## src/source/memPkg.sv

```systemverilog
package memPkg;

    typedef logic [31:0] addr_t;
    typedef logic [31:0] word_t;
    typedef logic [7:0]  byte_t;

    // byte count minus one: 0, 1 or 3
    typedef logic [1:0] accLen_t;

    typedef enum logic [1:0] {
        OWN_FREE,
        OWN_DATA,
        OWN_FETCH
    } memOwner_t;

    typedef enum logic [1:0] {
        ARB_IDLE,
        ARB_FETCH,
        ARB_LOAD,
        ARB_STORE
    } arbState_t;

    typedef struct packed {
        logic    isStore;
        logic    isSigned;
        accLen_t len;
        addr_t   addr;
        word_t   wdata;
    } dataReq_t;

    typedef struct packed {
        logic  en;
        logic  we;
        addr_t addr;
        byte_t wdata;
    } memPort_t;

endpackage

```

## src/source/dataAccess.sv

```systemverilog
`timescale 1ns/1ps

module dataAccess import memPkg::*; (
    input  logic     clk,
    input  logic     rst,
    input  logic     i_dataReq,
    input  dataReq_t i_dataCmd,
    output logic     o_dataBusy,
    output logic     o_loadDone,
    output word_t    o_loadData,
    output logic     o_storeDone,
    output logic     o_arbReq,
    output dataReq_t o_arbCmd,
    input  logic     i_arbDone,
    input  word_t    i_arbRdata
);

    logic busy;
    dataReq_t cmd;
    logic loadDone;
    logic storeDone;
    word_t loadData;
    word_t extData;

    // arbiter returns zero-extended data
    always_comb begin
        case (cmd.len)
            2'd0: extData = cmd.isSigned ? {{24{i_arbRdata[7]}}, i_arbRdata[7:0]} : i_arbRdata;
            2'd1: extData = cmd.isSigned ? {{16{i_arbRdata[15]}}, i_arbRdata[15:0]} : i_arbRdata;
            default: extData = i_arbRdata;
        endcase
    end

    always_ff @(posedge clk) begin
        if (rst) begin
            busy      <= 1'b0;
            loadDone  <= 1'b0;
            storeDone <= 1'b0;
        end else begin
            loadDone  <= i_arbDone && !cmd.isStore;
            storeDone <= i_arbDone && cmd.isStore;
            if (i_arbDone) begin
                busy <= 1'b0;
            end else if (!busy && i_dataReq) begin
                busy <= 1'b1;
            end
        end
    end

    always_ff @(posedge clk) begin
        if (!busy && i_dataReq) begin
            cmd <= i_dataCmd;
        end
        if (i_arbDone) begin
            loadData <= extData;
        end
    end

    assign o_dataBusy  = busy;
    assign o_arbReq    = busy;
    assign o_arbCmd    = cmd;
    assign o_loadDone  = loadDone;
    assign o_storeDone = storeDone;
    assign o_loadData  = loadData;

endmodule

```

## config.mk

```make
export PLATFORM = sky130hd
export DESIGN_NAME = dataAccess
export DESIGN_NICKNAME = d
export VERILOG_FILES = /design/src/source/memPkg.sv /design/src/source/dataAccess.sv
export SDC_FILE = /design/constraint.sdc
export NUM_CORES = 1
export LEC_CHECK = 0
export BUFFER_PORTS_ARGS = -buffer_cell sky130_fd_sc_hd__buf_2
export CORE_MARGIN = 2
export CORE_UTILIZATION = 43
export CTS_CLUSTER_SIZE = 25
export DETAILED_ROUTE_END_ITERATION = 10
export PLACE_DENSITY = 0.8
export REMOVE_ABC_BUFFERS = 1
export SYNTH_ARGS = -nofsm -noshare
export SYNTH_HDL_FRONTEND = slang
export SYNTH_SLANG_ARGS = --single-unit
```

## constraint.sdc

```tcl
create_clock -name clk -period 4.84 [get_ports clk]
set_clock_uncertainty 0.1 [all_clocks]
set_input_delay 0.726 -clock clk [delete_from_list [all_inputs] [get_ports clk]]
set_output_delay 0.726 -clock clk [all_outputs]
set_load 0.02 [all_outputs]
```

==> results by group, run 1 <==
STA
  • Worst-Margin Slew: 1.09 ns
  • Max Clock Freq: 439 MHz
  • Fin. max-slew vios: 0
  • RSZ-0062 raised after global routing: no
  • Tcrit/Tclk final: 0.471
  • Fin Setup TNS: 0 ns
  • Hold slack: 0.360 ns
  • Slew margin rel.: 0.269
  • Endpoints failing setup: 0
  • Final Hold Violating Endpoints: 0
  • Final min period: 2.28 ns

Finish
  • Share of cells above drive strength 1: 0.598
  • Fill cells: 596
  • Antenna Cells: 0
  • P&R area growth vs syn: 37.5%
  • Post-Layout Cell Count: 478
  • Register Area: 0.00306 sq mm
  • Net count, final: 475
  • Multi-input logic area: 303 sq um

Place
  • Hpwl dp: 5.62 mm
  • Gpl congestion: 0.712
  • Placed cells: 462
  • I/O Buffers: 207

Clock tree
  • # hold bufs at CTS: 0
  • H-tree levels: 3
  • Setup Buffers After CTS: 0
  • Reg clk slew, reported paths: 0.10 ns
  • Cts bufs inserted: 9
  • Root buf cell: clkbuf_8
  • Worst skew pair latency: 0.35 ns
  • Post-CTS Resized: 0
  • CTS tree: yes
  • CTS Buffer Depth: 2
  • CTS sink cnt: 103

Job
  • MaxCap Viol Count: 0

Setup path
  • Reg2reg setup slack: 2.67 ns
  • Critical path type: in2reg
  • CP arrival: 2.19 ns
  • CP startpoint kind: input port
  • Worst-path fanout max: 40
  • Critical Path RT: 4.75 ns
  • Worst setup EP type: register

Synth
  • Post-synthesis async set-or-reset flop share: 0
  • Mux cell area share after synthesis: 0.0502
  • Synth top area cells: edfxtp_1 87%, mux2i_1 4.6%, dfxtp_1 1.7%, a21o_1 1.7%, inv_1 1.7%
  • Cell variety after synth: 16
  • XOR/XNOR share of the synthesized area: 0
  • Post-Synth Simple-Gate Area: 0.0170
  • Most common cell in the synthesized netlist: edfxtp_1
  • Largest family of logic cells by synthesized area: multiplexers
  • Post-synthesis sequential area ratio: 0.884
  • Most common library cells after synthesis: 100 x edfxtp_1, 16 x inv_1, 16 x mux2i_1
  • Share of the synthesized area in the top cell type: 0.866
  • Mapped cell area: 0.00347 sq mm
  • Top cell type by total area after synthesis: edfxtp_1
  • Primary FF master, synth: edfxtp_1
  • Synthesis-stage register bit count: 103
  • Mapped Avg Cell Area: 21.9 sq um
  • Post-Synthesis Cells: 158
  • Synth Area in Adders: 0
  • Number of flops mapped to enable cells by yosys: 100
  • Yosys warning total: 0
  • Compound-Gate Fraction of Synth Area: 0.0173

Floorplan
  • Die Y: 93.8 um
  • I/O pin count: 208
  • Row count: 32
  • Die W: 93.8 um
  • Core Region: 0.00777 sq mm
  • Starting density of the core: 0.446
  • Die area: 0.00879 sq mm

GRT
  • Vias in the first global route: 2,165
  • Total track usage: 0.163
  • Global-route wire length before repair: 10.5 mm
  • Met3 Usage GRT: 0.0891
  • Busiest grt layer: met2
  • Largest net degree at the start of global routing: 41
  • Met1 usage: 0.166
  • Grt met2 use: 0.279
  • Initial antenna violation count: 0
  • Remaining global-route overflow: 0

Detailed routing
  • Post-route ant nets: 0
  • Post-route DRC: 0
  • 1st-iter DRT viols: 59
  • Via density: 4.51
  • DR vias: 2,154
  • Avg WL per Cell: 15.1 um
  • DRT Pass-1 Iters: 4
  • Final WL: 7.23 mm

Power
  • Pleak: 2.14 nW
  • PwrDens: 363 mW/mm^2
  • Max IR drop VDD: 0.000228 V

Hold path
  • Worst min path class: reg2reg

Status
  • Status: completed
final timing paths:
kind                start           end  cells after the start
max             i_dataReq  o_arbCmd[56]                      3
min          o_arbCmd[67]    o_loadDone                      1
max reg2reg      o_arbReq  o_arbCmd[56]                      2
min reg2reg  o_arbCmd[67]    o_loadDone                      1
layout make-up:
class	count	area share
timing repair buffer	208	0.219
clock buffer	12	0.0284
multi-input combinational	33	0.0636
clock inverter	4	0.00683
inverter	16	0.0126
tap	102	0.0268
sequential	103	0.643
through the flow:
step	util	setup slack (ns)	total power [mW]	cell area [sq um]
floorplan	-	0.528	1.19	3420
global placement	0.592	2.21	1.29	4600
detailed placement	0.592	2.15	1.29	4600
CTS	0.613	2.53	1.75	4760
global route	0.613	2.46	1.80	4760
finish	0.613	2.56	1.73	4760
power breakdown:
| part | leakage [nW] | switching (mW) | internal (mW) | total, mW |
|---|---|---|---|---|
| Clock | 0.0768 | 0.269 | 0.190 | 0.459 |
| Sequential | 0.996 | 0.0137 | 1.04 | 1.06 |
| Combinational | 1.06 | 0.134 | 0.0782 | 0.212 |
flip-flops by register name, summed over array words and instances, names as in the netlist:
| register | count |
|---|---|
| o_arbCmd | 68 |
| o_loadData | 32 |
| o_arbReq | 1 |
| o_loadDone | 1 |
| o_storeDone | 1 |
cells by family (layout without fill, tap and decap cells):
| logic type | count (synthesis) | after routing |
|---|---|---|
| mux | 17 | 17 |
| flops | 103 | 103 |
| compound gates | 8 | 8 |
| simple gates | 8 | 8 |
| buf+inv | 22 | 240 |
metal layers:
| metal | vias to the layer above | routed length (um) |
|---|---|---|
| met3 | 8 | 1070 |
| met5 | - | 0 |
| li1 | 1016 | - |
| met2 | 153 | 3640 |
| met4 | 0 | 107 |
| met1 | 977 | 2410 |
cells in the final DEF (no fill, tap or decap):
master / count
nor3_1: 1
and3b_1: 1
buf_2: 207
nor2b_4: 1
clkinvlp_4: 2
or3b_1: 1
nor2b_2: 1
clkinv_4: 2
mux2i_2: 1
nor3b_1: 1
edfxtp_1: 100
nor2_1: 1
and4bb_2: 1
dfxtp_1: 3
buf_4: 1
clkbuf_8: 9
inv_1: 16
clkbuf_1: 3
a21o_1: 8
mux2i_1: 16
critical path, cell delays in order:
cell and delay, ns:
buf_2 0.09, nor2b_4 0.87, buf_4 0.47
(Power assumes the default switching activity.)
==> inputs of run 2 (changes only) <==
==> constraint.sdc (replaced) <==
create_clock -name clk -period 2.2 [get_ports clk]
set_clock_uncertainty 0.1 [all_clocks]
set_input_delay 0.33 -clock clk [delete_from_list [all_inputs] [get_ports clk]]
set_output_delay 0.33 -clock clk [all_outputs]
set_load 0.02 [all_outputs]
==> results by group, run 2 (synthesized netlist as in run 1, its figures left out) <==
Finish
  • Fill cells: 627
  • Register Area: 0.00306 sq mm
  • Multi-input logic area: 303 sq um
  • Share of cells above drive strength 1: 0.599
  • P&R area growth vs syn: 38.7%
  • Post-Layout Cell Count: 479
  • Commonest cells after routing, fill and taps aside: 207 x buf_2, 100 x edfxtp_1, 16 x inv_1, 16 x mux2i_1, 9 x clkbuf_8
  • Antenna Cells: 0
  • Leading cell type in the layout, fill and taps excluded: buf_2
  • Net count, final: 476
  • Max FFs per register: 68

STA
  • Fin. max-slew vios: 0
  • RSZ-0062 raised after global routing: no
  • Slew margin rel.: 0.484
  • Hold slack: 0.0527 ns
  • Final min period: 1.68 ns
  • Tcrit/Tclk final: 0.762
  • Worst-Margin Slew: 0.759 ns
  • Endpoints failing setup: 0
  • Max Clock Freq: 597 MHz
  • Final Hold Violating Endpoints: 0
  • Final worst slack: 0.524 ns

Setup path
  • Worst-path fanout max: 16
  • CP arrival: 1.63 ns
  • Worst setup EP type: register
  • Critical path type: reg2reg
  • CP startpoint kind: register
  • Critical Path RT: 2.16 ns

Place
  • I/O Buffers: 207
  • Worst slack at placement: 0.514 ns
  • Placed cells: 463
  • Gpl congestion: 0.749

GRT
  • Global-route wire length before repair: 10.4 mm
  • Grt met2 use: 0.275
  • Total track usage: 0.161
  • Remaining global-route overflow: 0
  • Initial antenna violation count: 0
  • Busiest grt layer: met2
  • Met1 usage: 0.168
  • Vias in the first global route: 2,211
  • Largest net degree at the start of global routing: 67
  • Met3 Usage GRT: 0.0883

Detailed routing
  • Final WL: 7.20 mm
  • Post-route DRC: 0
  • Post-route ant nets: 0
  • 1st-iter DRT viols: 30
  • DR vias: 2,170
  • DRT Pass-1 Iters: 4
  • Avg WL per Cell: 15.0 um
  • Via density: 4.53

Floorplan
  • Starting density of the core: 0.446
  • Die W: 93.8 um
  • I/O pin count: 208
  • Row count: 32
  • Die area: 0.00879 sq mm
  • Core Region: 0.00777 sq mm
  • Die Y: 93.8 um

Clock tree
  • CTS Buffer Depth: 2
  • # hold bufs at CTS: 0
  • Post-CTS Resized: 0
  • Setup Buffers After CTS: 0
  • Reg clk slew, reported paths: 0.09 ns
  • Worst skew pair latency: 0.35 ns
  • CTS sink cnt: 103
  • CTS tree: yes
  • H-tree levels: 3
  • Cts bufs inserted: 9
  • Root buf cell: clkbuf_8

Power
  • Power Total: 3.91 mW
  • Max IR drop VDD: 0.000463 V
  • Pleak: 2.16 nW
  • PwrDens: 813 mW/mm^2

Status
  • Status: completed

Job
  • MaxCap Viol Count: 0

Hold path
  • Worst min path class: in2reg
-- run 2: cell count changes in the layout (fill, tap and decap cells not counted), sizes merged --
cell / previous run / this run
clkbuf: 12 / 11
buf: 208 / 209
clkinv: 2 / 3
clkinvlp: 2 / 1
bufinv: 0 / 1
-- run 2: layout make-up --
type                            instances  share of cell area
Tap cell                              102              0.0265
Inverter                               16              0.0125
Clock inverter                          5              0.0122
Clock buffer                           11              0.0273
Timing Repair Buffer                  209               0.221
Multi-Input combinational cell         33              0.0630
Sequential cell                       103               0.637
-- run 2: worst paths after layout --
kind | slack (ns) | from | depth (start not counted) | end
worst max-delay path | 0.52 | o_arbCmd[64] | 2 | o_loadData[26]
worst min-delay path | 0.05 | i_dataCmd[16] | 1 | o_arbCmd[16]
worst max register to register | 0.52 | o_arbCmd[64] | 2 | o_loadData[26]
worst min register to register | 0.36 | o_arbCmd[67] | 1 | o_loadDone
-- run 2: power breakdown --
| part | switching (mW) | internal (mW) |
|---|---|---|
| sequential | 0.0308 | 2.30 |
| combinational | 0.296 | 0.176 |
| clock | 0.583 | 0.527 |
-- run 2: metal layers --
metal  wire length [um]  share of wire
met5                  0              0
met3               1010           0.14
met1               2530           0.35
met4                112          0.016
met2               3540           0.49
-- run 2: through the flow --
step                      setup TNS [ns]  area [sq um]  utilization
after floorplan                  -129.30          3420            -
after global placement                 0          4620        0.594
after detailed placement               0          4620        0.594
after CTS                              0          4810        0.619
after global routing                   0          4810        0.619
final                                  0          4810        0.619
-- run 2: critical path, stage by stage, from the launching register on --
cell and delay [ns]:
edfxtp_1 0.46, mux2i_2 0.66, mux2i_1 0.17
