`src/source/memPkg.sv`:
```
package memPkg;

    typedef logic [31:0] addr_t;
    typedef logic [31:0] word_t;
    typedef logic [7:0]  byte_t;

    // byte count minus one: 0, 1 or 3
    typedef logic [1:0] accLen_t;

    typedef enum logic [1:0] {
        OWN_FREE,
        OWN_DATA,
        OWN_FETCH
    } memOwner_t;

    typedef enum logic [1:0] {
        ARB_IDLE,
        ARB_FETCH,
        ARB_LOAD,
        ARB_STORE
    } arbState_t;

    typedef struct packed {
        logic    isStore;
        logic    isSigned;
        accLen_t len;
        addr_t   addr;
        word_t   wdata;
    } dataReq_t;

    typedef struct packed {
        logic  en;
        logic  we;
        addr_t addr;
        byte_t wdata;
    } memPort_t;

endpackage

```
`src/source/instFetch.sv`:
```
`timescale 1ns/1ps

module instFetch import memPkg::*; (
    input  logic  clk,
    input  logic  rst,
    input  logic  i_redirect,
    input  addr_t i_redirectPc,
    input  logic  i_instTake,
    output logic  o_fetchReq,
    output addr_t o_fetchAddr,
    input  logic  i_fetchDone,
    input  word_t i_fetchInst,
    output logic  o_instValid,
    output word_t o_inst,
    output addr_t o_instPc
);

    addr_t pc;
    logic slotValid;
    logic dropNext;
    word_t slotInst;
    addr_t slotPc;

    // keep asking as long as the slot is empty
    assign o_fetchReq  = !slotValid;
    assign o_fetchAddr = pc;
    assign o_instValid = slotValid;
    assign o_inst      = slotInst;
    assign o_instPc    = slotPc;

    always_ff @(posedge clk) begin
        if (rst) begin
            pc        <= '0;
            slotValid <= 1'b0;
            dropNext  <= 1'b0;
        end else if (i_redirect) begin
            pc        <= i_redirectPc;
            slotValid <= 1'b0;
            // an accepted fetch for the old pc may still come back
            dropNext  <= o_fetchReq && !i_fetchDone;
        end else if (i_fetchDone) begin
            if (dropNext) begin
                dropNext <= 1'b0;
            end else begin
                slotValid <= 1'b1;
                pc        <= pc + 32'd4;
            end
        end else if (i_instTake) begin
            slotValid <= 1'b0;
        end
    end

    always_ff @(posedge clk) begin
        if (i_fetchDone && !dropNext && !i_redirect) begin
            slotInst <= i_fetchInst;
            slotPc   <= pc;
        end
    end

endmodule

```
`config.mk`:
```
export PLATFORM = sky130hd
export DESIGN_NAME = instFetch
export DESIGN_NICKNAME = d
export VERILOG_FILES = /design/src/source/memPkg.sv /design/src/source/instFetch.sv
export SDC_FILE = /design/constraint.sdc
export NUM_CORES = 1
export LEC_CHECK = 0
export BUFFER_PORTS_ARGS = -buffer_cell sky130_fd_sc_hd__buf_2
export CORE_ASPECT_RATIO = 1.75
export CORE_MARGIN = 10
export CORE_UTILIZATION = 40
export CTS_CLUSTER_DIAMETER = 150
export DETAILED_ROUTE_END_ITERATION = 6
export GPL_ROUTABILITY_DRIVEN = 1
export PLACE_DENSITY = 0.69
export SLEW_MARGIN = 10
export SYNTH_ARGS = -nofsm -noshare
export SYNTH_HDL_FRONTEND = slang
export SYNTH_SLANG_ARGS = --single-unit
```
`constraint.sdc`:
```
create_clock -name clk -period 7.23 [get_ports clk]
set_input_delay 1.446 -clock clk [delete_from_list [all_inputs] [get_ports clk]]
set_output_delay 1.446 -clock clk [all_outputs]
set_load 0.03 [all_outputs]
```
==> results.cfg, run 1 <==
[critical_path]
cp.arrival_ns = 3.13
cp.depth = 4
path_cells = buf_2, nor2b_1, and2_2, buf_4
cp_slowest_cell = buf_4
worstReg2RegStart = o_fetchAddr[4]
timing.critical_path.buf_inv = 2
start_kind = primary input
worstSetupEndpointType = flip-flop
path_class = in -> reg
setup.worst_path.start = i_fetchDone
worstPathMaxFanout = 48
rr_worst_depth = 4
crit_family = simple AND/OR/NAND/NOR gates
critPathMaxStageDelay_ns = 0.59
critPathRequiredTime_ns = 7.20

[clock_tree]
clock-sinks = 98
clk_path_buf_depth = 2
numCtsBuffers = 9
clk_latency_ns = 0.34
cts_hold_buf = 0
htreeDepth = 3
path_clk_slew_ns = 0.06
cts_root_buf = clkbuf_16
cts_setup_buffers = 0
cts_resized = 0
cts_tree = built

[synthesis]
syn_nets = 363
synthArstFlopShare_pct = 0
ys_ff_latch = 98
synth.top_cell.area_share_pct = 49.8
synth.distinct_cells = 47
synth_cells = 293
syn_area_um2 = 3860
synth_edf_count = 64
synth.largest_area_cell = edfxtp_1
synth.avg_cell_area_um2 = 13.2
yosys_warnings = 0
synth_area_leaders = edfxtp_1 (50%), dfxtp_1 (18%), a211oi_1 (2.9%)
ys_seq_area_share_pct = 67.4
ys.flop_type = edfxtp_1

[floorplan]
core_um2 = 9470
die_w_um = 94.2
die_area_um2 = 14100
start_util_pct = 40.8
rows = 47
boundaryPins = 167
fp.dieH_um = 150

[route]
vias = 3034
drt-wirelength-per-cell_um = 18.7
antenna_left = 0
drc_errors = 0
totalWireLength_um = 10900
first_pass_iters = 4
vias_per_cell = 5.22
drtIter0Drc = 135

[global_routing]
grt_pass1_wl_um = 16100
grt_antenna_before_repair = 0
gr-total-overflow = 0
grt_pass1_vias = 3035
grt_max_degree = 53
grtUsageTotal_pct = 15.0

[timing]
worst_pin_slew_ns = 0.767
relSlewSlack_pct = 48.4
finClkSkew_ns = 0.00597
post-route-min-period_ns = 3.16
hold_viol = 0
setup_viol = 0
fin_tns_setup_ns = 0
fmax_mhz = 316
rsz0062_at_grt = false
drv_slew = 0
fin_crit_sh_pct = 43.8

[power]
comb_power_share_pct = 11.5
power.internal_mw = 1.01
power_switching_mw = 0.325
clkPwrFrac_pct = 39.5
powerDensity_nw_per_um2 = 261
p_seq_share_pct = 49.0
peakVddDrop_mv = 0.188
power.leakage_nw = 2.08
swShare_pct = 24.3

[finish]
nNetsFinal = 525
stdcell_area_um2 = 5120
area_growth_pct = 32.6
n_antenna_cell = 0
drive_above_1_share_pct = 41.2
n_fill_cell = 864

[place]
hpwl_um = 8190
placed_area_um2 = 4790
place.port_buffers = 166
gp_congestion = 0.782

[run_status]
status = finished, final reports clean

[min_path]
hold_start = o_fetchAddr[1]
worstHoldPathCells = 0
hp-class = reg -> reg

[job]
drv_cap = 0
## cell type report
type,count,area [µm²],area share (%)
clock buffers,9,225,4.40
clock inverters,6,106,2.08
inverters,8,30.0,0.587
multi-input cells,170,1150,22.6
flip-flops and latches,98,2600,50.9
well taps,122,153,2.98
repair buffers,168,846,16.5
## cell families after synthesis
family,count (synthesis),share of synthesized area [%]
xor gates and xnor gates,12,2.72
buffers and inverters,25,2.66
AOI/OAI and AO/OA,51,10.5
adders and majority gates,1,0.324
and+or+nand+nor,102,15.3
muxes,4,1.04
DFF,98,67.4
## per-layer routing
layer	GRT usage [%]	share of wire (%)	vias up	wire (µm)
met2	26.4	53	112	5790
li1	-	-	1478	-
met1	15.2	36	1423	3880
met4	8.85	3.4	0	373
met3	4.11	7.7	21	837
met5	0	0	-	0
## per-stage QoR
stage	instances	hold slack (ns)	worst slack, ns	utilization (%)	power [mW]
6_report	581	0.462	4.07	54.1	1.34
2_1_floorplan	293	0.508	2.99	-	0.761
3_5_place_dp	566	0.457	3.70	50.5	0.823
5_1_grt	581	0.476	3.93	54.1	1.39
4_1_cts	581	0.461	4.06	54.1	1.35
3_3_place_gp	566	0.435	3.77	50.5	0.820
## worst reg2reg max path, cell delays in order, from the launching register on
cell       delay (ns)
dfxtp_1          0.45
nand4_1          0.46
nor4_1           0.81
a211oi_1         0.16
a2111oi_0        0.35
## worst paths after layout
kind | endpoint | slack, ns
min | o_instPc[1] | 0.46
max reg2reg | o_fetchAddr[27] | 4.88
min reg2reg | o_instPc[1] | 0.46
max | o_instPc[31] | 4.07
## cell usage after synthesis (2+ instances only)
| library cell | number |
|---|---|
| xnor2_1 | 9 |
| a21oi_1 | 2 |
| edfxtp_1 | 64 |
| dfxtp_1 | 34 |
| nor2_1 | 22 |
| nand2b_1 | 3 |
| a211oi_1 | 15 |
| nand2_1 | 10 |
| a311oi_1 | 7 |
| nand4_1 | 8 |
| mux2i_1 | 4 |
| o211a_1 | 3 |
| xor2_1 | 3 |
| and3_1 | 2 |
| and4_2 | 2 |
| and4_1 | 6 |
| nor3_1 | 12 |
| nand3b_1 | 3 |
| nor2b_1 | 2 |
| nand3_1 | 10 |
| nor4_1 | 10 |
| o2111a_1 | 2 |
| a2111oi_0 | 4 |
| or4_1 | 5 |
| inv_1 | 7 |
| clkbuf_1 | 15 |
| o31ai_1 | 5 |
| o21ai_0 | 5 |
## state kept, by name, indices dropped and copies added, names as in the netlist
signal / flops
dropNext: 1
o_fetchAddr: 32
o_inst: 32
o_instPc: 32
o_instValid: 1
## cell usage in the layout (no fill, tap or decap), drive strengths merged, types with 5 or more instances in the layout
| cell | n |
|---|---|
| buf | 168 |
| edfxtp | 64 |
| dfxtp | 34 |
| nor2 | 22 |
| a211oi | 15 |
| nor3 | 12 |
| nand3 | 10 |
| nand2 | 10 |
| nor4 | 10 |
| xnor2 | 9 |
| clkbuf | 9 |
| nand4 | 9 |
| and4 | 8 |
| inv | 7 |
| a311oi | 7 |
| or4 | 6 |
| o21ai | 5 |
| o31ai | 5 |
## power by group through the flow
stage | Sequential, mW | Clock [mW] | Combinational (mW)
CTS | 0.655 | 0.541 | 0.156
finish | 0.655 | 0.529 | 0.153
detailed placement | 0.667 | 0 | 0.155
floorplan | 0.719 | 0 | 0.0420
global placement | 0.666 | 0 | 0.154
global route | 0.659 | 0.564 | 0.165
Note: power is estimated with default switching activity, not from simulation.
==> run 2, diff against run 1 <==
Settings changed: ABC_AREA set to 1, PLACE_DENSITY 0.69 to 0.68.
Clock period 7.23 ns to 2.95 ns, I/O delays scaled along.
==> run 2 against run 1 <==
Effect of this change:
- highest routed layer unchanged
- via count grew 22%
- critical endpoint is now o_fetchAddr[16]
- total power up 130%
- first-iteration DRC count increased by 27%
- global-route usage is 0.94 points higher
- final cell count increased by 28%
- worst setup slack lost 2.9 ns
- wire length increased by 16%
- core utilization fell by 0.68 points
- synthesized cell count up 51%
- largest power group unchanged
==> results.cfg, run 2 <==
[run_status]
status = finished, final reports clean

[timing]
fmax_mhz = 551
rsz0062_at_grt = false
fin_crit_sh_pct = 61.5
finClkSkew_ns = 0.00765
setup_viol = 0
post-route-min-period_ns = 1.81
hold_viol = 0
relSlewSlack_pct = 70.2
drv_slew = 0
fin_tns_setup_ns = 0
worst_pin_slew_ns = 0.448
setup_ws_ns = 1.14

[critical_path]
cp.arrival_ns = 2.08
cp_slowest_cell = nor2_8
timing.critical_path.buf_inv = 3
start_kind = primary input
critPathMaxStageDelay_ns = 0.42
cp.depth = 7
reg2reg_slack_ns = 1.17
critPathRequiredTime_ns = 3.22
path_cells = buf_2, inv_2, or2_1, nor2_8, buf_4, nand3_1, a31oi_1
rr_worst_depth = 5
worstPathMaxFanout = 27
crit_family = simple AND/OR/NAND/NOR gates
worstSetupEndpointType = flip-flop
path_class = in -> reg

[floorplan]
rows = 49
die_area_um2 = 15400
start_util_pct = 41.3
fp.dieH_um = 157
core_um2 = 10400
boundaryPins = 167
die_w_um = 98.1

[synthesis]
ys_seq_area_share_pct = 60.9
ys.flop_type = edfxtp_1
post-synth-top-count-cell = nand2_1
synth_cells = 441
ys_ff_latch = 98
syn_area_um2 = 4270
synthTopCellsByCount = nand2_1 (116), edfxtp_1 (64), nor2_1 (46)
synth_edf_count = 64
synth.avg_cell_area_um2 = 9.69
synthArstFlopShare_pct = 0
synth.largest_area_cell = edfxtp_1
synth.distinct_cells = 36
synth_area_leaders = edfxtp_1 (45%), dfxtp_1 (16%), nand2_1 (10%)
yosys_warnings = 0
synth.top_cell.area_share_pct = 45.0
syn_nets = 511

[global_routing]
gr-total-overflow = 0
grt_pass1_vias = 3781
grt_pass1_wl_um = 19600
grtUsageTotal_pct = 15.9
grt_max_degree = 35
grt_antenna_before_repair = 0

[min_path]
worstHoldPathCells = 1
hp-class = in -> reg

[clock_tree]
clock-sinks = 98
clk_latency_ns = 0.35
cts_tree = built
cts_resized = 0
numCtsBuffers = 9
htreeDepth = 3
cts_root_buf = clkbuf_16
path_clk_slew_ns = 0.07
clk_path_buf_depth = 2
cts_setup_buffers = 0
cts_hold_buf = 0

[finish]
nNetsFinal = 681
n_antenna_cell = 0
final_common_cell = buf_2
area_growth_pct = 29.4
most-common-layout-cells = buf_2 (166), nand2_1 (116), edfxtp_1 (64), nor2_1 (46), inv_1 (39)
drive_above_1_share_pct = 35.7

[place]
hpwl_um = 9900
pre_cts_slack_ns = 0.773
place.port_buffers = 166
gp_congestion = 0.926

[power]
power.leakage_nw = 2.34
peakVddDrop_mv = 0.318
power_mw = 3.12
powerDensity_nw_per_um2 = 564

[job]
drv_cap = 0

[route]
antenna_left = 0
vias = 3695
first_pass_iters = 4
drt-wirelength-per-cell_um = 17.1
totalWireLength_um = 12700
drtIter0Drc = 172
drc_errors = 0
vias_per_cell = 4.97
==> run 2: cell types whose count changed in the layout (fill, tap and decap cells not counted), sizes merged, moves of 8 or more <==
cell / before / now
nand2: 10 / 124
nor2: 22 / 60
nor3: 12 / 1
nor4: 10 / 0
a21oi: 2 / 19
and4: 8 / 0
nand3: 10 / 27
o21ai: 5 / 21
a211oi: 15 / 0
a31oi: 0 / 12
inv: 7 / 46
==> run 2: worst paths after layout <==
kind / start / endpoint
max: i_fetchDone / o_fetchAddr[16]
min: i_fetchInst[22] / o_inst[22]
max reg2reg: dropNext / o_fetchAddr[16]
min reg2reg: o_fetchAddr[0] / o_instPc[0]
==> run 2: per-layer routing <==
metal	global-route usage (%)	vias up	wire length, µm
met5	0	-	0
met4	8.22	0	392
met1	16.1	1699	4730
met2	28.6	161	6480
met3	5.03	29	1080
li1	-	1806	-
==> run 2: layout make-up <==
type | count | area (µm²)
fill | 946 | 4830
sequential | 98 | 2600
multi-input combinational | 286 | 1430
timing repair buffer | 171 | 881
clock buffer | 9 | 225
inverter | 45 | 169
tap | 127 | 159
clock inverter | 7 | 61.3
==> run 2: power breakdown <==
| group | leakage (nW) | internal, mW | switching (mW) |
|---|---|---|---|
| Sequential | 0.884 | 1.54 | 0.0575 |
| Clock | 0.141 | 0.586 | 0.528 |
| Combinational | 1.31 | 0.124 | 0.283 |
==> run 2: logic make-up (layout without fill, tap and decap cells) <==
| kind of cell | Yosys count | count (layout) | share of synthesized area [%] |
|---|---|---|---|
| AND/OR/NAND/NOR | 217 | 217 | 23.2 |
| flip-flops | 98 | 98 | 60.9 |
| AO/OA/AOI/OAI | 59 | 59 | 8.14 |
| buffers and inverters | 57 | 232 | 5.59 |
| XOR/XNOR | 9 | 9 | 1.84 |
| adder cells (fa/ha/maj) | 1 | 1 | 0.293 |
==> run 2: worst register-to-register path, delay by kind of cell (launching register included) <==
family / cells / cell delay (ns)
flip-flops: 1 / 0.31
AO/OA/AOI/OAI: 1 / 0.15
buffers and inverters: 1 / 0.34
AND/OR/NAND/NOR: 3 / 0.90
==> run 2: stage by stage <==
stage                     hold WS, ns  std cells  util [%]  cell area, µm²
after global routing            0.403        743      53.4            5530
after detailed placement        0.451        727      50.6            5240
final                           0.414        743      53.4            5530
after global placement          0.463        727      50.6            5240
after floorplan                 0.519        441         -            4270
after CTS                       0.404        743      53.4            5530
