[src/source/memPkg.sv]
package memPkg;

    typedef logic [31:0] addr_t;
    typedef logic [31:0] word_t;
    typedef logic [7:0]  byte_t;

    // byte count minus one: 0, 1 or 3
    typedef logic [1:0] accLen_t;

    typedef enum logic [1:0] {
        OWN_FREE,
        OWN_DATA,
        OWN_FETCH
    } memOwner_t;

    typedef enum logic [1:0] {
        ARB_IDLE,
        ARB_FETCH,
        ARB_LOAD,
        ARB_STORE
    } arbState_t;

    typedef struct packed {
        logic    isStore;
        logic    isSigned;
        accLen_t len;
        addr_t   addr;
        word_t   wdata;
    } dataReq_t;

    typedef struct packed {
        logic  en;
        logic  we;
        addr_t addr;
        byte_t wdata;
    } memPort_t;

endpackage

[src/source/memArbiter.sv]
`timescale 1ns/1ps

module memArbiter import memPkg::*; (
    input  logic      clk,
    input  logic      rst,
    input  logic      i_rdy,
    input  logic      i_ioBufferFull,

    input  logic      i_fetchReq,
    input  addr_t     i_fetchAddr,
    output logic      o_fetchDone,
    output word_t     o_fetchInst,

    input  logic      i_dataReq,
    input  dataReq_t  i_dataCmd,
    output logic      o_dataDone,
    output word_t     o_dataRdata,

    output memPort_t  o_memPort,
    input  byte_t     i_memRdata,

    output memOwner_t o_memOwner
);

    arbState_t state;
    logic [2:0] byteCnt;
    logic [2:0] cntEnd;
    accLen_t reqLen;
    addr_t curAddr;
    word_t storeWord;
    word_t asmWord;
    word_t doneWord;
    logic paused;
    logic active;
    logic lastCycle;
    logic issue;
    logic done;

    assign paused    = !i_rdy || i_ioBufferFull;
    assign active    = (state != ARB_IDLE);
    assign cntEnd    = {1'b0, reqLen} + 3'd1;
    // cycle N: no RAM access, only the done pulse
    assign lastCycle = active && (byteCnt == cntEnd);
    assign issue     = active && !lastCycle && !paused;
    assign done      = lastCycle && !paused;

    always_ff @(posedge clk) begin
        if (rst) begin
            state   <= ARB_IDLE;
            byteCnt <= '0;
        end else if (!paused) begin
            case (state)
                ARB_IDLE: begin
                    byteCnt <= '0;
                    // data wins over fetch
                    if (i_dataReq) begin
                        state <= i_dataCmd.isStore ? ARB_STORE : ARB_LOAD;
                    end else if (i_fetchReq) begin
                        state <= ARB_FETCH;
                    end
                end
                default: begin
                    if (lastCycle) begin
                        state <= ARB_IDLE;
                    end else begin
                        byteCnt <= byteCnt + 3'd1;
                    end
                end
            endcase
        end
    end

    always_ff @(posedge clk) begin
        if (!paused) begin
            if (state == ARB_IDLE) begin
                asmWord <= '0;
                if (i_dataReq) begin
                    curAddr   <= i_dataCmd.addr;
                    reqLen    <= i_dataCmd.len;
                    storeWord <= i_dataCmd.wdata;
                end else begin
                    curAddr <= i_fetchAddr;
                    reqLen  <= 2'd3;
                end
            end else begin
                if (issue) begin
                    curAddr <= curAddr + 32'd1;
                end
                // byte k-1 arrives in cycle k
                if (state != ARB_STORE && byteCnt != 3'd0 && !lastCycle) begin
                    asmWord[{byteCnt[1:0] - 2'd1, 3'b000} +: 8] <= i_memRdata;
                end
            end
        end
    end

    // last byte goes straight from the RAM into the result
    always_comb begin
        doneWord = asmWord;
        doneWord[{reqLen, 3'b000} +: 8] = i_memRdata;
    end

    always_comb begin
        o_memPort.en    = issue;
        o_memPort.we    = issue && (state == ARB_STORE);
        o_memPort.addr  = curAddr;
        o_memPort.wdata = storeWord[{byteCnt[1:0], 3'b000} +: 8];
    end

    assign o_fetchDone = done && (state == ARB_FETCH);
    assign o_fetchInst = doneWord;
    assign o_dataDone  = done && (state == ARB_LOAD || state == ARB_STORE);
    assign o_dataRdata = doneWord;

    always_comb begin
        case (state)
            ARB_FETCH: o_memOwner = OWN_FETCH;
            ARB_LOAD:  o_memOwner = OWN_DATA;
            ARB_STORE: o_memOwner = OWN_DATA;
            default:   o_memOwner = OWN_FREE;
        endcase
    end

endmodule

[config.mk]
export PLATFORM = sky130hd
export DESIGN_NAME = memArbiter
export DESIGN_NICKNAME = d
export VERILOG_FILES = /design/src/source/memPkg.sv /design/src/source/memArbiter.sv
export SDC_FILE = /design/constraint.sdc
export NUM_CORES = 1
export LEC_CHECK = 0
export BUFFER_PORTS_ARGS = -buffer_cell sky130_fd_sc_hd__buf_2
export CELL_PAD_IN_SITES_DETAIL_PLACEMENT = 1
export CELL_PAD_IN_SITES_GLOBAL_PLACEMENT = 2
export CORE_MARGIN = 2
export CORE_UTILIZATION = 32
export DETAILED_ROUTE_END_ITERATION = 16
export HOLD_SLACK_MARGIN = 0.05
export PLACE_DENSITY = 0.84
export SLEW_MARGIN = 20
export SYNTH_ARGS = -nofsm -noshare
export SYNTH_HDL_FRONTEND = slang
export SYNTH_SLANG_ARGS = --single-unit
[constraint.sdc]
create_clock -name clk -period 8.8 [get_ports clk]
set_input_delay 0.44 -clock clk [delete_from_list [all_inputs] [get_ports clk]]
set_output_delay 0.44 -clock clk [all_outputs]
set_load 0.005 [all_outputs]
==> metrics.yaml, run 1 <==
status: "completed"
synth.distinct_cells: 42
cts_tree: "done"
synth_area_mm2: 0.00622
tightestPinTransition_ns: 1.03
numPortBuffers: 222
h-tree-depth: 3
reg2reg_from: "byteCnt[0]"
yosysMostFrequentCell: "edfxtp_1"
dp.cells: 1039
synth.area.top_cells: "edfxtp_1, buf_4, o21ai_0"
synthFlopType: "edfxtp_1"
grt_pass1_vias: 5164
holdPathStages: 1
clock_skew_ns: 0.00797
synth_top_cell_by_area: "edfxtp_1"
grt_overflow: 0
ir_drop_uv: 99.0
cts_max_path_buffers: 2
hold_class: "input pin to flop"
dpl_cell_area_mm2: 0.00734
cts-resized-gates: 0
async_flop_share_pct: 0
ios: 224
clock-sinks: 103
slew_viol_final: 0
post-place-ws_ns: 5.81
syn_avg_cell_area_um2: 10.1
drtIter0Drc: 271
synthTopCellsByCount: "edfxtp_1, o21ai_0, nand2_1, inv_1, nor2b_1"
startpoint_type: "flop"
drv_cap: 0
synth_seq_cells: 103
worstReg2RegEnd: "asmWord[27]"
ctsRootBufferMaster: "clkbuf_16"
drc: 0
layout.core_utilization_pct: 40.5
die-area_mm2: 0.0206
core_mm2: 0.0189
grt_first_pass_wirelength_um: 27600
antennaDiodeCount: 0
period_needed_ns: 3.28
routed_wl_um: 17900
clock_latency_ns: 0.36
critPathMaxFanout: 9
firstDrtPassIters: 4
syn_to_final_growth_pct: 23.1
cts_setup_buffers: 0
die_y_um: 143
initial_core_util_pct: 32.9
synth-edff-count: 98
drive_gt1_share_pct: 32.7
crit_arrival_ns: 2.84
rsz0062_at_grt: "false"
path_clk_slew_ns: 0.08
whs_endpoint: "storeWord[10]"
synth_top_cell_area_share_pct: 47.3
dpl.hpwl_um: 13000
power_density_mw_per_mm2: 157
tns_ns: 0
dr_total_vias: 5324
min_from: "i_dataCmd[10]"
ys_seq_area_share_pct: 48.9
grtUsageTotal_pct: 17.4
reg2regPathDepth: 5
rrSetupSlack_ns: 5.99
wire_per_inst_um: 17.0
fill_cells: 2251
antenna_found_initial: 1
syn_nets: 745
numCtsBuffers: 9
end_kind: "output port"
fmax_mhz: 305
gp_congestion: 0.737
p_leak_nw: 3.03
crit_type: "flop to output port"
ant_nets: 0
setup_slack_ns: 5.52
final_nets: 917
fin_cells: 1055
netlist_instances: 618
setup_viol: 0
grt_max_degree: 65
fin_crit_sh_pct: 37.2
final_cell_area_mm2: 0.00765
cp.required_ns: 8.36
slew_headroom_pct: 30.5
ys_warn_count: 0
rows: 50
vias_per_cell: 5.05
hold_violations: 0
die_x_um: 143
cts_hold_buf: 0
-- kinds of logic (layout without fill, tap and decap cells) --
logic type / Yosys count / in the layout / synth area share [%]
AND/OR/NAND/NOR: 206 / 206 / 17.9
AO/OA/AOI/OAI: 153 / 153 / 15.4
buffers and inverters: 112 / 289 / 8.94
flip-flops: 103 / 103 / 48.9
XOR/XNOR: 17 / 17 / 2.39
multiplexers: 14 / 14 / 3.86
adder cells (fa/ha/maj): 13 / 13 / 2.62
-- worst max-delay path, cell delays in order, from the launching register on --
cell      delay, ns
edfxtp_1       0.53
inv_1          0.20
ha_1           0.41
nor4bb_2       0.93
nand2_1        0.10
o21ai_0        0.14
buf_2          0.17
-- through the flow --
step	hold slack (ns)	power, mW
2_1_floorplan	0.494	0.717
3_3_place_gp	0.522	0.797
3_5_place_dp	0.540	0.802
4_1_cts	0.230	1.22
5_1_grt	0.229	1.26
6_report	0.252	1.20
-- final cells by class --
cell class	count	area, um2	area share, %
Clock inverter	7	83.8	1.10
Inverter	45	169	2.21
Timing Repair Buffer	228	1160	15.1
Clock buffer	9	225	2.94
Sequential cell	103	3040	39.8
Tap cell	260	325	4.25
Multi-Input combinational cell	403	2650	34.6
-- worst max-delay path by stage --
stage	slack [ns]	endpoint	from
2_1_floorplan	5.33	byteCnt[2]	reqLen[0]
3_5_place_dp	5.81	o_fetchInst[16]	reqLen[0]
5_1_grt	5.23	o_dataRdata[4]	reqLen[0]
6_report	5.52	o_dataRdata[2]	reqLen[0]
4_1_cts	5.40	o_fetchInst[16]	reqLen[0]
3_3_place_gp	5.84	o_dataRdata[16]	reqLen[0]
-- per-layer routing --
| metal | up-vias | routed length (um) | global-route usage, % |
|---|---|---|---|
| li1 | 2564 | - | - |
| met1 | 2565 | 7840 | 22.7 |
| met2 | 175 | 8630 | 28.7 |
| met3 | 18 | 1210 | 4.60 |
| met4 | 2 | 225 | 4.39 |
| met5 | - | 13 | 0 |
-- state kept, by name (all words and copies together), names as in the netlist --
signal and flops:
asmWord 32, curAddr 32, storeWord 32, byteCnt 3
reqLen 2, state 2
-- report_power, final --
part	leakage (nW)	switching (mW)	internal (mW)
clock network	0.151	0.210	0.204
logic	1.92	0.111	0.0844
registers	0.958	0.0208	0.571
-- layout by cell type, fill, tap and decap left out, types with 2 or more instances in the layout --
| cell | count |
|---|---|
| clkinv_4 | 2 |
| or3_1 | 9 |
| clkinv_8 | 2 |
| nand2b_1 | 20 |
| xor2_1 | 4 |
| ha_1 | 13 |
| buf_4 | 6 |
| dfxtp_1 | 5 |
| nor3_1 | 6 |
| nor2_1 | 24 |
| o21ai_0 | 49 |
| xnor2_1 | 13 |
| a2bb2oi_1 | 17 |
| or2_2 | 2 |
| and4_1 | 4 |
| inv_8 | 3 |
| a211oi_1 | 28 |
| inv_1 | 44 |
| mux4_2 | 8 |
| a21oi_1 | 31 |
| clkbuf_16 | 9 |
| nand2_1 | 48 |
| nor2b_1 | 37 |
| nor3b_1 | 3 |
| edfxtp_1 | 98 |
| or4_1 | 8 |
| nand4_1 | 7 |
| mux2i_1 | 6 |
| o31a_1 | 2 |
| o31ai_1 | 6 |
| buf_2 | 222 |
| a31oi_1 | 15 |
| and3_1 | 2 |
| nand3_1 | 26 |
| nor4_1 | 5 |
(Power assumes the default switching activity.)
==> run 2, diff against run 1 <==
ABC_AREA = 1   (was not set)
CORE_UTILIZATION = 26   (was 32)
PLACE_DENSITY = 0.77   (was 0.84)
clock period = 2.65 ns   (was 8.8 ns; I/O delays follow)
==> run 2 against run 1 <==
Against the previous run:
- largest cell class unchanged
- hold slack got worse by 0.19 ns
- worst setup slack got worse by 5.4 ns
- first-iteration DRC count rose by 21%
- area after synthesis rose by 5.5%
- sequential share of layout area fell by 4.0 points
- clock skew rose by 0.0058 ns
- die area rose by 29%
- global-route usage fell by 0.080 points
- utilization fell by 6.4 points
- synthesized cell count rose by 33%
==> metrics.yaml, run 2 <==
status: "completed"
numPortBuffers: 222
ys_seq_area_share_pct: 46.4
startpoint_type: "flop"
final_nets: 1163
netlist_instances: 821
crit_slowest_cell: "o32ai_1"
routed_wl_um: 22900
synthTopCellsByCount: "nand2_1, nor2_1, edfxtp_1, inv_1, o21ai_0"
die_y_um: 163
layout_commonest_cell: "buf_2"
grtUsageTotal_pct: 17.3
numCtsBuffers: 9
cts_max_path_buffers: 2
fmax_mhz: 398
firstDrtPassIters: 4
synth-edff-count: 98
fin_crit_sh_pct: 94.9
fill_cells: 3126
grt_pass1_vias: 6419
end_kind: "output port"
dr_total_vias: 6460
crit_type: "flop to output port"
rsz0062_at_grt: "true"
initial_core_util_pct: 26.3
cp.required_ns: 2.52
ios: 224
synth_area_mm2: 0.00656
clock-sinks: 103
yosysMostFrequentCell: "nand2_1"
gp_congestion: 0.769
reg.largest.list: "asmWord: 32 flops, curAddr: 32 flops, storeWord: 32 flops"
critPathMaxStageDelay_ns: 0.49
setup_slack_ns: 0.135
critPathBufInv: 2
drtIter0Drc: 329
cts_tree: "done"
dpl.hpwl_um: 16900
synth_top_cell_by_area: "edfxtp_1"
layout.core_utilization_pct: 34.1
ir_drop_uv: 359
wire_per_inst_um: 16.7
rows: 58
final_cell_mix: "buf_2, nand2_1, nor2_1, edfxtp_1, inv_1"
path_clk_slew_ns: 0.09
setup_viol: 0
synth_top_cell_area_share_pct: 44.9
crit_chain: "inv_2 > ha_1 > nand3_1 > o32ai_1 > buf_2"
clock_latency_ns: 0.37
syn_avg_cell_area_um2: 7.99
synth.area.top_cells: "edfxtp_1, nand2_1, nor2_1"
drc: 0
die-area_mm2: 0.0265
vias_per_cell: 4.71
ys_warn_count: 0
grt_overflow: 0
period_needed_ns: 2.52
tightestPinTransition_ns: 0.680
synth.distinct_cells: 34
antenna_found_initial: 1
core_mm2: 0.0250
fin_cells: 1372
grt_max_degree: 42
async_flop_share_pct: 0
clock_skew_ns: 0.0138
drive_gt1_share_pct: 27.7
grt_first_pass_wirelength_um: 35500
synthFlopType: "edfxtp_1"
hold_class: "input pin to flop"
drv_cap: 0
h-tree-depth: 3
slew_headroom_pct: 54.4
crit_family: "compound AO/OA/AOI/OAI gates"
crit_arrival_ns: 2.38
slew_viol_final: 0
hold_violations: 0
whs_ns: 0.0618
critPathMaxFanout: 9
die_x_um: 163
ctsRootBufferMaster: "clkbuf_16"
syn_to_final_growth_pct: 29.7
syn_nets: 948
p_total_mw: 4.26
ant_nets: 0
post-place-ws_ns: 0.356
power_density_mw_per_mm2: 501
p_leak_nw: 3.62
synth_seq_cells: 103
dp.cells: 1321
==> run 2: changes by cell type after synthesis, sizes merged, moves of 26 or more <==
cell,before,now
o22ai,0,44
o21ai,49,75
nand2,48,182
a211oi,28,0
nor2,25,149
inv,45,80
nor2b,37,0
==> run 2: power by group <==
group / internal [mW] / switching (mW)
registers: 1.90 / 0.0735
clock network: 0.704 / 0.778
logic: 0.332 / 0.473
total: 2.94 / 1.32
==> run 2: stage by stage <==
step	TNS, ns	cell area (um2)
after floorplan	0	6560
after global placement	0	7840
after detailed placement	0	7840
after CTS	0	8490
after global routing	-0.0303	8510
final	0	8510
==> run 2: logic make-up after synthesis <==
family / after synthesis / share of synthesized area (%)
simple gates: 380 / 24.7
compound gates: 171 / 15.0
buf+inv: 148 / 10.6
flops: 103 / 46.4
fa+ha+maj: 13 / 2.48
xor+xnor: 6 / 0.802
==> run 2: per-layer routing <==
layer	wire length [um]	GRT usage, %	share of wire [%]	vias up
met5	0	0	0	-
met1	10700	24.0	47	3135
met3	1030	2.29	4.5	17
li1	-	-	-	3168
met4	302	4.18	1.3	0
met2	10900	28.5	47	140
==> run 2: layout make-up <==
class	instances	area, um2	area share, %
Timing Repair Buffer	270	1580	18.6
Sequential cell	103	3040	35.8
Clock inverter	7	96.3	1.13
Inverter	82	308	3.62
Multi-Input combinational cell	570	2840	33.4
Tap cell	330	413	4.85
Clock buffer	9	225	2.65
Antenna cell	1	2.50	0.0294
==> run 2: worst paths after layout <==
path	to	slack, ns	cells after the start	startpoint
setup reg to reg	asmWord[31]	0.41	6	byteCnt[0]
setup / recovery	o_dataRdata[20]	0.13	5	reqLen[0]
hold / removal	curAddr[24]	0.06	3	i_dataCmd[56]
hold reg to reg	byteCnt[2]	0.54	2	byteCnt[2]
==> run 2: timing repair <==
item | in CTS | in global routing
endpoints found under the hold margin | 35 | 0
endpoints found under the setup margin | 0 | 10
buffers inserted | 0 | 1
hold buffers | 33 | 0
gates resized for setup | 0 | 1
==> run 2: tightest hold or removal path, cell delays in order <==
cell     delay, ns
buf_2         0.07
o21ai_0       0.06
nand2_1       0.06
==> run 3, diff against run 2 <==
BUFFER_PORTS_ARGS = -buffer_cell sky130_fd_sc_hd__clkbuf_2   (was -buffer_cell sky130_fd_sc_hd__buf_2)
CAP_MARGIN = 10   (was not set)
SLEW_MARGIN = not set   (was 20)
==> run 3 against run 2 <==
Against the previous run:
- combinational power grew 0.5%
- sequential cell count unchanged
- die area did not move
- fmax is 2.9% higher
- register-to-register slack improved by 0.03 ns
- critical path type unchanged
- largest power group unchanged
- highest routed layer unchanged
==> metrics.yaml, run 3 (synthesis results as in run 2) <==
status: "completed"
antenna_found_initial: 1
rsz0062_at_grt: "false"
clock-sinks: 103
critPathMaxFanout: 8
path_clk_slew_ns: 0.09
crit_arrival_ns: 2.31
fill_cells: 3079
crit_type: "flop to output port"
ir_drop_uv: 274
drc: 0
end_kind: "output port"
numPortBuffers: 222
startpoint_type: "flop"
reg.largest.list: "asmWord: 32 flops, curAddr: 32 flops, storeWord: 32 flops"
wire_per_inst_um: 16.8
tns_ns: 0
crit_slowest_cell: "edfxtp_1"
dpl.hpwl_um: 16900
critPathCapture: "o_fetchInst[17]"
h-tree-depth: 3
critPathMaxStageDelay_ns: 0.44
hold_class: "input pin to flop"
crit_start: "reqLen[1]"
final_cell_mix: "clkbuf_2, nand2_1, nor2_1, edfxtp_1, inv_1"
cts_tree: "done"
p_total_mw: 4.26
layout.core_utilization_pct: 34.2
firstDrtPassIters: 5
period_needed_ns: 2.44
grtUsageTotal_pct: 17.3
cp.required_ns: 2.52
hold_violations: 0
reg2reg_from: "byteCnt[1]"
clock_latency_ns: 0.37
grt_max_degree: 46
drv_cap: 0
slew_viol_final: 0
grt_first_pass_wirelength_um: 35500
crit_cells: 5
tightestPinTransition_ns: 0.699
fin_crit_sh_pct: 92.2
final_nets: 1163
reg2regPathDepth: 6
drive_gt1_share_pct: 27.7
layout_commonest_cell: "clkbuf_2"
cts_max_path_buffers: 2
initial_core_util_pct: 26.3
grt_overflow: 0
grt_pass1_vias: 6435
crit_family: "flip-flops"
ctsRootBufferMaster: "clkbuf_16"
ios: 224
numCtsBuffers: 9
power_density_mw_per_mm2: 499
core_mm2: 0.0250
die_y_um: 163
rows: 58
vias_per_cell: 4.66
p_leak_nw: 3.65
gp_congestion: 0.801
worstReg2RegEnd: "asmWord[4]"
whs_ns: 0.0622
dr_total_vias: 6387
setup_viol: 0
rrSetupSlack_ns: 0.44
slew_headroom_pct: 53.1
holdPathStages: 3
clock_skew_ns: 0.0165
crit_chain: "inv_1 > ha_1 > nand3_1 > o32ai_1 > clkbuf_2"
fmax_mhz: 409
drtIter0Drc: 409
die_x_um: 163
routed_wl_um: 23000
ant_nets: 0
syn_to_final_growth_pct: 30.1
critPathBufInv: 2
die-area_mm2: 0.0265
run 3: changes by cell type in the layout (fill, tap and decap cells not counted), moves of 2 or more:
cell      before  now
buf_2        222    0
clkbuf_2       0  222
buf_4         13   11
clkinv_8       1    3
inv_12         3    1
run 3: tightest hold or removal path: stages:
cell      delay (ns)
clkbuf_2        0.08
o21ai_1         0.06
nand2_1         0.06
run 3: where the power goes:
group          switching (mW)  leakage (nW)  total [mW]  internal (mW)
Sequential             0.0738         0.958        1.98           1.90
Combinational           0.475          2.53       0.809          0.334
Clock                   0.776         0.156        1.47          0.694
run 3: final cells by class:
| cell class | instances | area, um2 | share of cell area (%) |
|---|---|---|---|
| sequential | 103 | 3040 | 35.7 |
| timing repair buffer | 270 | 1590 | 18.7 |
| clock buffer | 9 | 225 | 2.64 |
| antenna | 1 | 2.50 | 0.0293 |
| tap | 330 | 413 | 4.84 |
| clock inverter | 7 | 96.3 | 1.13 |
| multi-input combinational | 570 | 2850 | 33.4 |
| inverter | 82 | 308 | 3.61 |
run 3: what timing repair did:
item / 4_1_cts / 5_1_grt
hold endpoints to repair: 36 / 0
setup endpoints to repair: 0 / 6
hold buffers: 34 / 0
buffers inserted: 0 / 1
resized for setup: 0 / 2
run 3: metal layers:
metal	global-route usage, %	wire length, um	up-vias	part of all wire [%]
met5	0	0	-	0
met4	4.83	363	0	1.6
met3	1.99	979	22	4.3
met2	28.4	10800	159	47
met1	24.2	10900	3036	47
li1	-	-	3170	-
run 3: worst min-delay path by stage:
stage,to,from,slack (ns)
5_1_grt,reqLen[0],i_dataCmd[64],0.08
4_1_cts,curAddr[28],i_dataCmd[60],0.05
3_5_place_dp,storeWord[1],i_dataCmd[1],0.31
6_report,curAddr[21],i_fetchAddr[21],0.06
2_1_floorplan,byteCnt[1],rst,0.20
3_3_place_gp,storeWord[31],i_dataCmd[31],0.31
run 3: stage by stage:
step / cell area [um2] / cells / worst slack [ns]
final: 8530 / 1372 / 0.206
after global routing: 8530 / 1372 / 0.00651
after detailed placement: 7840 / 1320 / 0.413
after CTS: 8500 / 1370 / 0.0979
after global placement: 7840 / 1320 / 0.453
after floorplan: 6560 / 821 / 0.0300
